$ cat src/hdl/aluPkg.sv
// shared types and constants for the 8-bit execution unit; status bit 5 is fixed 1, bit 4 unused
package aluPkg;

    // one data byte
    typedef logic [7:0] byteT;

    // operation code, one per go strobe
    typedef enum logic [3:0] {
        OpAdc,
        OpSbc,
        OpCmp,
        OpAnd,
        OpOra,
        OpEor,
        OpLsr,
        OpRor,
        OpLoad,
        OpSec,
        OpClc,
        OpSed,
        OpCld,
        OpSei,
        OpCli,
        OpClv
    } opE;

    // operand A source and destination register
    typedef enum logic [1:0] {
        RegA,
        RegX,
        RegY
    } regSelE;

    // bit positions in the NV-BDIZC status byte
    localparam int flagC = 0;
    localparam int flagZ = 1;
    localparam int flagI = 2;
    localparam int flagD = 3;
    localparam int flagB = 4;
    localparam int flagU = 5;
    localparam int flagV = 6;
    localparam int flagN = 7;

    // only the unused bit reads 1 out of reset
    localparam byteT statusResetVal = 8'h20;

    // decimal corrections for the low and high digit
    localparam byteT decAdjLow = 8'h06;
    localparam byteT decAdjHigh = 8'h60;

    // largest valid two-digit BCD value
    localparam byteT bcdMax = 8'h99;

endpackage

$ cat src/hdl/execStage.sv
// operand select, ALU and adder hold register; go must be low in the cycle after a sampled go
`timescale 1ns/1ps

module execStage (
    input  logic            rstAll,
    input  logic            rstN,
    input  logic            go,
    input  aluPkg::opE      op,
    input  aluPkg::regSelE  srcSel,
    input  aluPkg::byteT    dataIn,
    input  aluPkg::byteT    srcData,
    input  logic            cFlag,
    output logic            heldValid,
    output aluPkg::opE      heldOp,
    output aluPkg::byteT    heldSum,
    output logic            heldHalfCarry,
    output logic            heldCarry,
    output logic            heldOverflow,
    output logic            wrEn,
    output aluPkg::regSelE  wrSel
);
    import aluPkg::*;

    byteT opA;
    byteT opB;
    logic carryIn;
    logic doWrite;
    byteT aluOut;
    logic halfCarry;
    logic carry;
    logic overflow;

    // operand selection in front of the ALU
    always_comb begin
        opA = (op == OpLoad) ? 8'h00 : srcData;
        // subtract and compare add the inverted operand
        opB = (op == OpSbc || op == OpCmp) ? ~dataIn : dataIn;
        case (op)
            OpAdc, OpSbc, OpRor: carryIn = cFlag;
            OpCmp:               carryIn = 1'b1;
            default:             carryIn = 1'b0;
        endcase
        // compare and flag operations leave the registers alone
        doWrite = (op inside {OpAdc, OpSbc, OpAnd, OpOra, OpEor, OpLsr, OpRor, OpLoad});
    end

    // ALU, sum built in two nibble steps to get the half carry
    always_comb begin
        aluOut = opA | opB;
        halfCarry = 1'b0;
        carry = 1'b0;
        overflow = 1'b0;
        case (op)
            OpAdc, OpSbc, OpCmp: begin
                {halfCarry, aluOut[3:0]} = 5'(opA[3:0]) + 5'(opB[3:0]) + 5'(carryIn);
                {carry, aluOut[7:4]} = 5'(opA[7:4]) + 5'(opB[7:4]) + 5'(halfCarry);
                overflow = (opA[7] == opB[7]) && (aluOut[7] != opA[7]);
            end
            OpAnd: aluOut = opA & opB;
            OpEor: aluOut = opA ^ opB;
            OpLsr, OpRor: begin
                aluOut = {carryIn, opA[7:1]};
                carry = opA[0];
            end
            default: aluOut = opA | opB;
        endcase
    end

    // hold register, payload only captured on go
    always_ff @(posedge rstAll) begin
        if (!rstN) begin
            heldValid <= 1'b0;
            wrEn <= 1'b0;
        end else begin
            heldValid <= go;
            wrEn <= go && doWrite;
        end
        if (go) begin
            heldOp <= op;
            heldSum <= aluOut;
            heldHalfCarry <= halfCarry;
            heldCarry <= carry;
            heldOverflow <= overflow;
            wrSel <= srcSel;
        end
    end

    // no back-to-back strobes, the flags would still be stale
    goSpacing: assert property (@(posedge rstAll) disable iff (!rstN) go |=> !go)
        else $error("go high in two consecutive cycles");

endmodule

$ cat src/hdl/decimalAdjust.sv
// combinational BCD correction of the held sum; only valid for BCD operands with D set
`timescale 1ns/1ps

module decimalAdjust (
    input  aluPkg::opE    heldOp,
    input  aluPkg::byteT  heldSum,
    input  logic          heldHalfCarry,
    input  logic          heldCarry,
    input  logic          dFlag,
    output aluPkg::byteT  result,
    output logic          carryOut
);
    import aluPkg::*;

    logic decAdd;
    logic decSub;
    logic lowOver;
    logic highOver;

    assign decAdd = dFlag && (heldOp == OpAdc);
    assign decSub = dFlag && (heldOp == OpSbc);

    // low digit past 9 or a carry out of it
    assign lowOver = (heldSum[3:0] > 4'd9) || heldHalfCarry;
    // whole byte past 99 or a binary carry
    assign highOver = heldCarry || (heldSum > bcdMax);

    always_comb begin
        result = heldSum;
        carryOut = heldCarry;
        if (decAdd) begin
            if (lowOver) begin
                result = result + decAdjLow;
            end
            if (highOver) begin
                result = result + decAdjHigh;
            end
            carryOut = highOver;
        end else if (decSub) begin
            // a missing carry means that digit borrowed
            if (!heldHalfCarry) begin
                result = result - decAdjLow;
            end
            if (!heldCarry) begin
                result = result - decAdjHigh;
            end
        end
    end

endmodule

$ cat src/hdl/registerFile.sv
// accumulator and index registers; one read port for operand A, one write port for the result
`timescale 1ns/1ps

module registerFile (
    input  logic            rstAll,
    input  logic            rstN,
    input  logic            wrEn,
    input  aluPkg::regSelE  wrSel,
    input  aluPkg::byteT    result,
    input  aluPkg::regSelE  srcSel,
    output aluPkg::byteT    srcData,
    output aluPkg::byteT    acc,
    output aluPkg::byteT    xReg,
    output aluPkg::byteT    yReg
);
    import aluPkg::*;

    // source read for the ALU
    always_comb begin
        case (srcSel)
            RegX:    srcData = xReg;
            RegY:    srcData = yReg;
            default: srcData = acc;
        endcase
    end

    always_ff @(posedge rstAll) begin
        if (!rstN) begin
            acc <= 8'h00;
            xReg <= 8'h00;
            yReg <= 8'h00;
        end else if (wrEn) begin
            case (wrSel)
                RegX:    xReg <= result;
                RegY:    yReg <= result;
                default: acc <= result;
            endcase
        end
    end

    // the encoding left over in regSelE must never reach the write port
    wrSelDefined: assert property (@(posedge rstAll) disable iff (!rstN)
        wrEn |-> (wrSel inside {RegA, RegX, RegY}))
        else $error("write to undefined register select");

endmodule

$ cat src/hdl/statusReg.sv
// NV-BDIZC flags; B reads 0 and bit 5 reads 1, no BIT instruction support
`timescale 1ns/1ps

module statusReg (
    input  logic          rstAll,
    input  logic          rstN,
    input  logic          heldValid,
    input  aluPkg::opE    heldOp,
    input  aluPkg::byteT  result,
    input  logic          carryOut,
    input  logic          heldOverflow,
    output aluPkg::byteT  status,
    output logic          cFlag,
    output logic          dFlag
);
    import aluPkg::*;

    byteT flags;
    logic resZero;

    assign resZero = (result == 8'h00);

    always_ff @(posedge rstAll) begin
        if (!rstN) begin
            flags <= statusResetVal;
        end else if (heldValid) begin
            case (heldOp)
                OpAdc, OpSbc: begin
                    flags[flagN] <= result[7];
                    flags[flagZ] <= resZero;
                    flags[flagC] <= carryOut;
                    // V from the binary sum even in decimal mode
                    flags[flagV] <= heldOverflow;
                end
                OpCmp, OpLsr, OpRor: begin
                    flags[flagN] <= result[7];
                    flags[flagZ] <= resZero;
                    flags[flagC] <= carryOut;
                end
                OpAnd, OpOra, OpEor, OpLoad: begin
                    flags[flagN] <= result[7];
                    flags[flagZ] <= resZero;
                end
                OpSec:   flags[flagC] <= 1'b1;
                OpClc:   flags[flagC] <= 1'b0;
                OpSed:   flags[flagD] <= 1'b1;
                OpCld:   flags[flagD] <= 1'b0;
                OpSei:   flags[flagI] <= 1'b1;
                OpCli:   flags[flagI] <= 1'b0;
                default: flags[flagV] <= 1'b0;
            endcase
        end
    end

    // bit 5 and B keep their reset value, no update writes them
    assign status = flags;

    assign cFlag = flags[flagC];
    assign dFlag = flags[flagD];

    fixedBits: assert property (@(posedge rstAll) disable iff (!rstN)
        status[flagU] && !status[flagB])
        else $error("status fixed bits corrupted");

endmodule

$ cat src/hdl/execUnit.sv
// execution unit top; results and flags land two cycles after go, no stall, no back-to-back go
`timescale 1ns/1ps

module execUnit (
    input  logic            rstAll,
    input  logic            rstN,
    input  logic            go,
    input  aluPkg::opE      op,
    input  aluPkg::regSelE  srcSel,
    input  aluPkg::byteT    dataIn,
    output aluPkg::byteT    acc,
    output aluPkg::byteT    xReg,
    output aluPkg::byteT    yReg,
    output aluPkg::byteT    status,
    output logic            done
);
    import aluPkg::*;

    byteT   srcData;
    logic   cFlag;
    logic   dFlag;
    logic   heldValid;
    opE     heldOp;
    byteT   heldSum;
    logic   heldHalfCarry;
    logic   heldCarry;
    logic   heldOverflow;
    logic   wrEn;
    regSelE wrSel;
    byteT   result;
    logic   carryOut;

    execStage uExec (
        .rstAll(rstAll), .rstN(rstN), .go(go), .op(op), .srcSel(srcSel),
        .dataIn(dataIn), .srcData(srcData), .cFlag(cFlag),
        .heldValid(heldValid), .heldOp(heldOp), .heldSum(heldSum),
        .heldHalfCarry(heldHalfCarry), .heldCarry(heldCarry),
        .heldOverflow(heldOverflow), .wrEn(wrEn), .wrSel(wrSel)
    );

    decimalAdjust uDec (
        .heldOp(heldOp), .heldSum(heldSum), .heldHalfCarry(heldHalfCarry),
        .heldCarry(heldCarry), .dFlag(dFlag), .result(result), .carryOut(carryOut)
    );

    registerFile uRegs (
        .rstAll(rstAll), .rstN(rstN), .wrEn(wrEn), .wrSel(wrSel), .result(result),
        .srcSel(srcSel), .srcData(srcData), .acc(acc), .xReg(xReg), .yReg(yReg)
    );

    statusReg uStatus (
        .rstAll(rstAll), .rstN(rstN), .heldValid(heldValid), .heldOp(heldOp),
        .result(result), .carryOut(carryOut), .heldOverflow(heldOverflow),
        .status(status), .cFlag(cFlag), .dFlag(dFlag)
    );

    // done follows the cycle in which registers and flags were written
    always_ff @(posedge rstAll) begin
        if (!rstN) begin
            done <= 1'b0;
        end else begin
            done <= heldValid;
        end
    end

endmodule

$ cat config.mk
export PLATFORM = sky130hd
export DESIGN_NAME = execUnit
export DESIGN_NICKNAME = d
export VERILOG_FILES = /design/src/hdl/aluPkg.sv /design/src/hdl/execStage.sv /design/src/hdl/decimalAdjust.sv /design/src/hdl/registerFile.sv /design/src/hdl/statusReg.sv /design/src/hdl/execUnit.sv
export SDC_FILE = /design/constraint.sdc
export NUM_CORES = 1
export LEC_CHECK = 0
export ABC_AREA = 0
export BUFFER_PORTS_ARGS = -buffer_cell sky130_fd_sc_hd__buf_2
export CAP_MARGIN = 20
export CORE_AREA = 2 2 85 87
export CTS_BUF_LIST = sky130_fd_sc_hd__clkbuf_8
export DETAILED_ROUTE_END_ITERATION = 8
export DIE_AREA = 0 0 87 89
export GPL_ROUTABILITY_DRIVEN = 0
export PLACE_DENSITY = 0.75
export SLEW_MARGIN = 20
export SYNTH_ARGS = -nofsm -noshare
export SYNTH_HDL_FRONTEND = slang
export SYNTH_SLANG_ARGS = --single-unit
$ cat constraint.sdc
create_clock -name rstAll -period 7.58 [get_ports rstAll]
set_input_delay 1.516 -clock rstAll [delete_from_list [all_inputs] [get_ports rstAll]]
set_output_delay 1.516 -clock rstAll [all_outputs]
set_load 0.05 [all_outputs]
==> out/summary.md, run 1 <==
* done — CTS tree
* 187 MHz — fmax
* 64 — library cells used by synthesis
* 8290 um — detailed-route wire length
* 428 — gate count of the mapped netlist
* 58.2% — final cell utilization of the core
* 0 — number of nets with antenna violations after detailed routing
* 5 — number of buffers added by the clock tree synthesis step
* 0.10 ns — Clk pin slew, worst setup/hold paths
* 5.34 ns — shortest period the worst path allows
* 0 — Maximum Capacitance Violations
* 0 — total congestion overflow after global routing
* 1.65 nW — leakage power
* flop — Setup crit end kind
* 47 x sky130_fd_sc_hd__buf_2, 42 x sky130_fd_sc_hd__nand2_1, 33 x sky130_fd_sc_hd__dfxtp_1 — highest-count cells in the layout ignoring fill and taps
* 8.45 um^2 — Post-Synthesis Mean Instance Area
* 0.31 ns — clock insertion delay at the later pin of the skew report
* 7 — Pre-antenna DRT Iters
* 6720 um^2 — placeable core region
* 7.63 ns — Critical Path RT
* sky130_fd_sc_hd__dfxtp_1 — predominant post-synthesis flop cell
* 50 — IO Pins
* 0% — fraction of synthesis flops using an asynchronous set or reset pin
* 0 — number of cells upsized or downsized after cts
* 0 — count of yosys warnings during synthesis
* reg2reg — HP Class
* 496 — Layout Nets
* 0 — number of buffers inserted for hold repair after clock tree synthesis
* 47.8% — headroom to the max-slew limit
* input port — startpoint kind of the worst setup timing path
* 167 nW/um^2 — Pwr Density
* 0 — Final Hold Fails
* 0.000653 W — overall power
* 47.5% — part of the total power dissipated in sequential elements
* 22.2% — relative contribution of combinational cells to total power
* 50 — number of clock sinks
* 17 — number of flops mapped to enable cells by yosys
* 6470 um — HPWL Detailed
* 0 — # diodes
* 70.4% — period utilization
* 16.4% — share of post-route cells with drive strength above 1
* 0 — post-route DRC violation count
* 15 — largest fanout on the critical path
* 34 — maximum number of pins on one net before global-route repair
* 0 — count of final max-slew check failures
* 0.0975 mV — Worst VDD drop
* sky130_fd_sc_hd__buf_2 — most common cell after layout, fill and taps aside
* 473 — synthesized net count
* 31.8% — Switching Fraction
* no — unrepaired setup endpoints after global routing
* 89 um — Die Y-Extent
* 3610 um^2 — area of the mapped netlist
* 53.8% — starting utilization of the core area
* 0.781 ns — slew at the pin closest to its max-slew limit
* sky130_fd_sc_hd__clkbuf_8 — Root Buffer
* 47 — number of buffer cells added on primary ports
* 50 — register bit count reported by yosys
* 0.000445 W — Internal Dissipation
* 5.80 — Avg Vias per Cell
* 22.4% — overall routing resource usage
* 2,842 — via count of the first global-routing pass
* 30 — row count
* 7740 um^2 — area enclosed by the die boundary
* 32.4% — sequential area share after synthesis
* 2 — CTS max path bufs
* 0.000208 W — P_sw
* 0 — final-report setup violation count
* 8.20% — layout overhead on the synthesized area
* 5.39 ns — data arrival time of the critical path
* 0 — count of buffers added by post-CTS timing repair for setup
* 2 — depth of the CTS H-tree
* 13,600 um — first-pass GRT wire length
* 30.3% — part of the power in the clock network
* 0.00741 ns — clk_skew
* 87 um — floorplan die width
* 246 — number of DRC violations after detailed-routing iteration 0
* 3,083 — vias
* 15.6 um — post-DR wirelength/cell
* 0 ns — TNS Setup
* finished, final reports clean — status
* 0 — antenna violations before repair
* in2reg — crit path kind
==> layout make-up <==
cell class              instances  area [um^2]
inverters                      31          116
well taps                      80          100
fillers                       629         2810
multi-input cells             316         2170
flip-flops and latches         50         1170
clock inverters                 3         47.5
clock buffers                   5         68.8
repair buffers                 47          235
==> kinds of logic (layout without fill, tap and decap cells) <==
kind of cell,count (synthesis),in the layout,synth area share (%)
AND/OR/NAND/NOR,141,141,20.9
AO/OA/AOI/OAI,118,118,21.4
buffers and inverters,62,86,7.51
flip-flops,50,50,32.4
adder cells (fa/ha/maj),28,28,10.5
XOR/XNOR,25,25,6.47
other,2,2,0.208
multiplexers,2,2,0.588
==> stage by stage <==
stage	setup WS, ns	hold WS [ns]	std cells	area [um^2]
floorplan	2.28	0.489	428	3610
global placement	2.06	0.451	524	3790
detailed placement	1.93	0.478	524	3790
CTS	2.28	0.493	532	3910
global route	1.92	0.504	532	3910
finish	2.24	0.483	532	3910
==> power by group through the flow <==
stage / Clock [W] / Combinational, W / Sequential [W]
2_1_floorplan: 0 / 0.000112 / 0.000315
3_3_place_gp: 0 / 0.000139 / 0.000316
3_5_place_dp: 0 / 0.000143 / 0.000316
4_1_cts: 0.000203 / 0.000144 / 0.000310
5_1_grt: 0.000210 / 0.000161 / 0.000313
6_report: 0.000198 / 0.000145 / 0.000310
==> synthesized netlist by cell type (all sizes together) (2+ instances only) <==
| cell | instances | share of area (%) |
|---|---|---|
| nand2 | 42 | 4.4 |
| o21ai | 36 | 5.0 |
| dfxtp | 33 | 18 |
| nor2 | 33 | 3.6 |
| inv | 31 | 3.2 |
| a21oi | 26 | 3.7 |
| and2 | 24 | 4.2 |
| ha | 24 | 8.3 |
| clkbuf | 17 | 1.8 |
| edfxtp | 17 | 14 |
| xnor2 | 16 | 4.3 |
| buf | 14 | 2.5 |
| a22oi | 11 | 2.3 |
| nand3 | 10 | 1.7 |
| xor2 | 9 | 2.2 |
| nand2b | 8 | 1.4 |
| o22ai | 8 | 1.7 |
| a211oi | 7 | 1.6 |
| nor3 | 7 | 1.6 |
| a21boi | 4 | 0.83 |
| fa | 4 | 2.2 |
| nor2b | 4 | 0.69 |
| a21o | 3 | 0.62 |
| a221oi | 3 | 0.73 |
| a31oi | 3 | 0.87 |
| and3 | 3 | 0.55 |
| a211o | 2 | 0.48 |
| a32o | 2 | 0.55 |
| conb | 2 | 0.21 |
| nor4 | 2 | 0.93 |
| o2111ai | 2 | 0.48 |
| o21a | 2 | 0.42 |
| o21bai | 2 | 0.42 |
| o31ai | 2 | 0.42 |
==> worst max-delay path, stage by stage <==
cell	delay [ns]
sky130_fd_sc_hd__buf_2	0.18
sky130_fd_sc_hd__a21oi_1	0.23
sky130_fd_sc_hd__nand2b_1	0.28
sky130_fd_sc_hd__nor2_4	0.35
sky130_fd_sc_hd__xnor2_1	0.19
sky130_fd_sc_hd__fa_1	0.48
sky130_fd_sc_hd__fa_1	0.41
sky130_fd_sc_hd__nor2b_1	0.17
sky130_fd_sc_hd__o21a_1	0.13
sky130_fd_sc_hd__nor2_1	0.06
sky130_fd_sc_hd__fa_1	0.35
sky130_fd_sc_hd__inv_1	0.10
sky130_fd_sc_hd__fa_1	0.19
sky130_fd_sc_hd__nor2b_1	0.16
sky130_fd_sc_hd__xnor2_1	0.08
sky130_fd_sc_hd__a32o_1	0.26
sky130_fd_sc_hd__a211oi_1	0.21
sky130_fd_sc_hd__a21oi_1	0.07
==> sequential cells by signal (all words and copies together) (netlist names), 2 cells and up <==
register	cells
uStatus.status	6
uRegs.acc	8
uRegs.yReg	8
uExec.wrSel	2
uExec.heldOp	4
uExec.heldSum	8
uRegs.xReg	8
==> worst paths after layout <==
kind | cells after the start | start | slack (ns) | endpoint
max | 18 | op[0] | 2.24 | uExec.heldSum[6]
min | 2 | uStatus.status[1] | 0.48 | uStatus.status[1]
max reg2reg | 15 | uRegs.xReg[0] | 3.93 | uExec.heldSum[6]
min reg2reg | 2 | uStatus.status[1] | 0.48 | uStatus.status[1]
==> metal layers <==
metal | up-vias | global-route usage, % | wire length (um)
li1 | 1521 | - | -
met1 | 1433 | 28.3 | 3670
met2 | 110 | 38.8 | 4030
met3 | 19 | 2.95 | 380
met4 | 0 | 8.81 | 200
met5 | - | 0 | 0
Note: power is estimated with default switching activity, not from simulation.
==> run 2, diff against run 1 <==
ABC_AREA = 1   (was 0)
clock period = 5.3 ns   (was 7.58 ns; I/O delays follow)
==> run 2 against run 1 <==
Against the previous run:
- die area did not move
- utilization up 1.2 points
- largest cell class unchanged
- design area up 2.0%
- count of clock-buffer cells in the layout stayed put
- synthesized area hardly changed
- setup slack got worse by 1.6 ns
- highest routed layer unchanged
- first-iteration DRC count increased by 33%
==> out/summary.md, run 2 <==
* 0 — post-route DRC violation count, unchanged
* 213 MHz — fmax
* 53.8% — starting utilization of the core area, about the same
* sky130_fd_sc_hd__fa_1 — most frequent CP cell, unchanged
* 0 — # diodes, unchanged
* 5.47 — Avg Vias per Cell, was 5.80
* 0 — Final Hold Fails, unchanged
* 17.9% — compound-cell area share of the yosys netlist, was 21.4%
* 0% — fraction of synthesis flops using an asynchronous set or reset pin, unchanged
* in2reg — crit path kind, unchanged
* 30 — row count, unchanged
* 22 — maximum number of pins on one net before global-route repair, was 34
* finished, final reports clean — status, unchanged
* 7740 um^2 — area enclosed by the die boundary, unchanged
* 50 — number of clock sinks, unchanged
* 0.11 ns — Clk pin slew, worst setup/hold paths, was 0.10 ns
* 0 — final-report setup violation count, unchanged
* 50 — register bit count reported by yosys, unchanged
* 0 ns — TNS Setup, unchanged
* 13.6% — share of post-route cells with drive strength above 1, was 16.4%
* 0.470 ns — final-layout worst hold slack, was 0.483 ns
* 4.73 ns — data arrival time of the critical path, was 5.39 ns
* 50 — IO Pins, unchanged
* 0.0988 mV — Worst VDD drop, was 0.0975 mV
* 243 nW/um^2 — Pwr Density, was 167 nW/um^2
* 0 — count of final max-slew check failures, unchanged
* 0.32 ns — clock insertion delay at the later pin of the skew report, was 0.31 ns
* 2 — depth of the CTS H-tree, unchanged
* 5 — Pre-antenna DRT Iters, was 7
* 3610 um^2 — area of the mapped netlist, about the same
* 8610 um — detailed-route wire length, was 8290 um
* 551 — synthesized net count, was 473
* 22.8% — Post-Synth Simple-Gate Area, was 20.9%
* 3,448 — vias, was 3,083
* 88.6% — period utilization
* 2.87% — parity-gate share of the synthesized area counting xor and xnor cells, was 6.47%
* 506 — gate count of the mapped netlist, was 428
* 0% — multiplexer share of the synthesized area, was 0.588%
* 10.5% — post-synthesis share of cell area spent on full adders, half adders and majority gates, about the same
* 6940 um — HPWL Detailed, was 6470 um
* 1170 um^2 — register cell area after layout, unchanged
* 3,011 — via count of the first global-routing pass, was 2,842
* 110 x sky130_fd_sc_hd__inv_1, 81 x sky130_fd_sc_hd__nand2_1, 50 x sky130_fd_sc_hd__nor2_1, 43 x sky130_fd_sc_hd__o21ai_0, 33 x sky130_fd_sc_hd__dfxtp_1 — most frequent cells after synthesis, was 42 x sky130_fd_sc_hd__nand2_1, 33 x sky130_fd_sc_hd__dfxtp_1, 32 x sky130_fd_sc_hd__nor2_1, 31 x sky130_fd_sc_hd__inv_1, 25 x sky130_fd_sc_hd__a21oi_1
* 13.7 um — post-DR wirelength/cell, was 15.6 um
* buf_2, nor2_1, nand2_1, inv_1, nand2_2, xor2_1, fa_1, fa_1, o21ai_0, a21oi_1, fa_1, inv_1, fa_1, a221oi_1, a22oi_1 — critical path cell sequence, was buf_2, a21oi_1, nand2b_1, nor2_4, xnor2_1, fa_1, fa_1, nor2b_1, o21a_1, nor2_1, fa_1, inv_1, fa_1, nor2b_1, xnor2_1, a32o_1, a211oi_1, a21oi_1
* 2.12 nW — leakage power, was 1.65 nW
* 10.4% — layout overhead on the synthesized area, was 8.20%
* reg2reg — HP Class, unchanged
* 8 — largest fanout on the critical path, was 15
* 0.48 ns — delay of the slowest cell on the worst path, about the same
* 594 — Layout Nets, was 496
* sky130_fd_sc_hd__dfxtp_1 18%, sky130_fd_sc_hd__edfxtp_1 14%, sky130_fd_sc_hd__inv_1 11% — top cells by area, synth, was sky130_fd_sc_hd__dfxtp_1 18%, sky130_fd_sc_hd__edfxtp_1 14%, sky130_fd_sc_hd__ha_1 8.3%
* sky130_fd_sc_hd__dfxtp_1 — post-synthesis cell type with the largest combined area, unchanged
* 89 um — Die Y-Extent, unchanged
* 22.6% — overall routing resource usage, was 22.4%
* sky130_fd_sc_hd__clkbuf_8 — Root Buffer, unchanged
* 0.703 ns — slew at the pin closest to its max-slew limit, was 0.781 ns
* 2 — CTS max path bufs, unchanged
* 327 — number of DRC violations after detailed-routing iteration 0, was 246
* 0 — count of yosys warnings during synthesis, unchanged
* 1960 um^2 — area of the multi-input gates, was 2170 um^2
* 47 — number of buffer cells added on primary ports, unchanged
* 110 x sky130_fd_sc_hd__inv_1, 81 x sky130_fd_sc_hd__nand2_1, 50 x sky130_fd_sc_hd__nor2_1 — highest-count cells in the layout ignoring fill and taps, was 47 x sky130_fd_sc_hd__buf_2, 42 x sky130_fd_sc_hd__nand2_1, 33 x sky130_fd_sc_hd__dfxtp_1
* 0 — number of cells upsized or downsized after cts, unchanged
* sky130_fd_sc_hd__fa_1 — Crit-path slowest cell, unchanged
* 18.3% — fraction of synthesized cell area taken by the top area cell type, about the same
* 0 — number of nets with antenna violations after detailed routing, unchanged
* 6720 um^2 — placeable core region, unchanged
* 17 — number of flops mapped to enable cells by yosys, unchanged
* 0 — count of buffers added by post-CTS timing repair for setup, unchanged
* 5.33 ns — Critical Path RT, was 7.63 ns
* no — unrepaired setup endpoints after global routing, unchanged
* 4.70 ns — shortest period the worst path allows
* 14,000 um — first-pass GRT wire length, was 13,600 um
* 0 — antenna violations before repair, unchanged
* 53.1% — headroom to the max-slew limit, was 47.8%
* sky130_fd_sc_hd__inv_1 — most common cell after layout, fill and taps aside, was sky130_fd_sc_hd__buf_2
* 0 — number of buffers inserted for hold repair after clock tree synthesis, unchanged
* 0 — total congestion overflow after global routing, unchanged
* input port — startpoint kind of the worst setup timing path, unchanged
* sky130_fd_sc_hd__dfxtp_1 — predominant post-synthesis flop cell, unchanged
* 622 — Fill cells, was 629
* 40 — library cells used by synthesis, was 64
* sky130_fd_sc_hd__inv_1 — most repeated cell in the gate-level netlist after synthesis, was sky130_fd_sc_hd__nand2_1
* 7.14 um^2 — Post-Synthesis Mean Instance Area, was 8.45 um^2
* done — CTS tree, unchanged
* 5 — number of buffers added by the clock tree synthesis step, unchanged
* 0 — Maximum Capacitance Violations, unchanged
* 0.0193 ns — clk_skew, was 0.00741 ns
* 32.4% — sequential area share after synthesis, about the same
* 87 um — floorplan die width, unchanged
* simple AND/OR/NAND/NOR gates — combinational family with the most area after synthesis, was compound AO/OA/AOI/OAI gates
* flop — Setup crit end kind, unchanged
==> run 2: cell types whose count changed in the layout (fill, tap and decap cells not counted), moves of 6 or more <==
| cell | change |
|---|---|
| sky130_fd_sc_hd__nand2b_1 | -8 |
| sky130_fd_sc_hd__nor2_1 | +18 |
| sky130_fd_sc_hd__and2_1 | -24 |
| sky130_fd_sc_hd__inv_1 | +79 |
| sky130_fd_sc_hd__o21ai_1 | -14 |
| sky130_fd_sc_hd__a22oi_1 | -6 |
| sky130_fd_sc_hd__o211ai_1 | +6 |
| sky130_fd_sc_hd__o21ai_0 | +22 |
| sky130_fd_sc_hd__nand2_2 | +7 |
| sky130_fd_sc_hd__nand2_1 | +39 |
| sky130_fd_sc_hd__nand3_1 | +18 |
| sky130_fd_sc_hd__xnor2_1 | -11 |
==> run 2: worst paths after layout <==
kind,endpoint,startpoint,cells past startpoint,slack (ns)
worst max-delay path,uExec.heldSum[5],op[3],15,0.60
worst min-delay path,uStatus.status[1],uStatus.status[1],2,0.47
worst max register to register,uExec.heldSum[5],uRegs.yReg[0],12,1.83
worst min register to register,uStatus.status[1],uStatus.status[1],2,0.47
==> run 2: final cells by class <==
cell class / instances / area share, %
flip-flops and latches: 50 / 29.4
clock inverters: 3 / 0.721
repair buffers: 47 / 5.90
clock buffers: 5 / 1.72
multi-input cells: 332 / 49.2
inverters: 113 / 10.6
well taps: 80 / 2.51
==> run 2: routing by layer <==
layer  up-vias  share of wire (%)  global-route usage, %  routed length (um)
li1       1715                  -                      -                   -
met1      1571                 43                   30.5                3700
met2       144                 48                   37.2                4100
met3        18                7.3                   3.14                 627
met4         0                2.0                   8.52                 174
met5         -                  0                      0                   0
==> run 2: worst max-delay path, delay by kind of cell <==
kind                       cells  cell delay [ns]
adders and majority gates      4             1.68
AOI/OAI and AO/OA              4             0.75
and+or+nand+nor                3             0.54
buffers and inverters          3             0.46
xor gates and xnor gates       1             0.24
==> run 2: metrics by stage <==
step | total power, W | utilization (%) | cells | setup slack [ns] | area (um^2)
4_1_cts | 0.000973 | 59.4 | 630 | 0.690 | 3990
2_1_floorplan | 0.000665 | - | 506 | 0.706 | 3610
5_1_grt | 0.00103 | 59.4 | 630 | 0.344 | 3990
3_3_place_gp | 0.000727 | 57.9 | 622 | 0.485 | 3890
6_report | 0.000971 | 59.4 | 630 | 0.605 | 3990
3_5_place_dp | 0.000736 | 57.9 | 622 | 0.373 | 3890
==> run 2: cells by family (layout without fill, tap and decap cells) <==
family	Yosys count	in the layout
AND/OR/NAND/NOR	183	183
adder cells (fa/ha/maj)	28	28
AO/OA/AOI/OAI	108	108
XOR/XNOR	11	11
flip-flops	50	50
other	2	2
buffers and inverters	124	168
==> run 2: report_power, final <==
part           internal (W)  switching [W]
Clock             0.0000980       0.000141
Sequential         0.000422      0.0000223
Combinational     0.0000910       0.000197
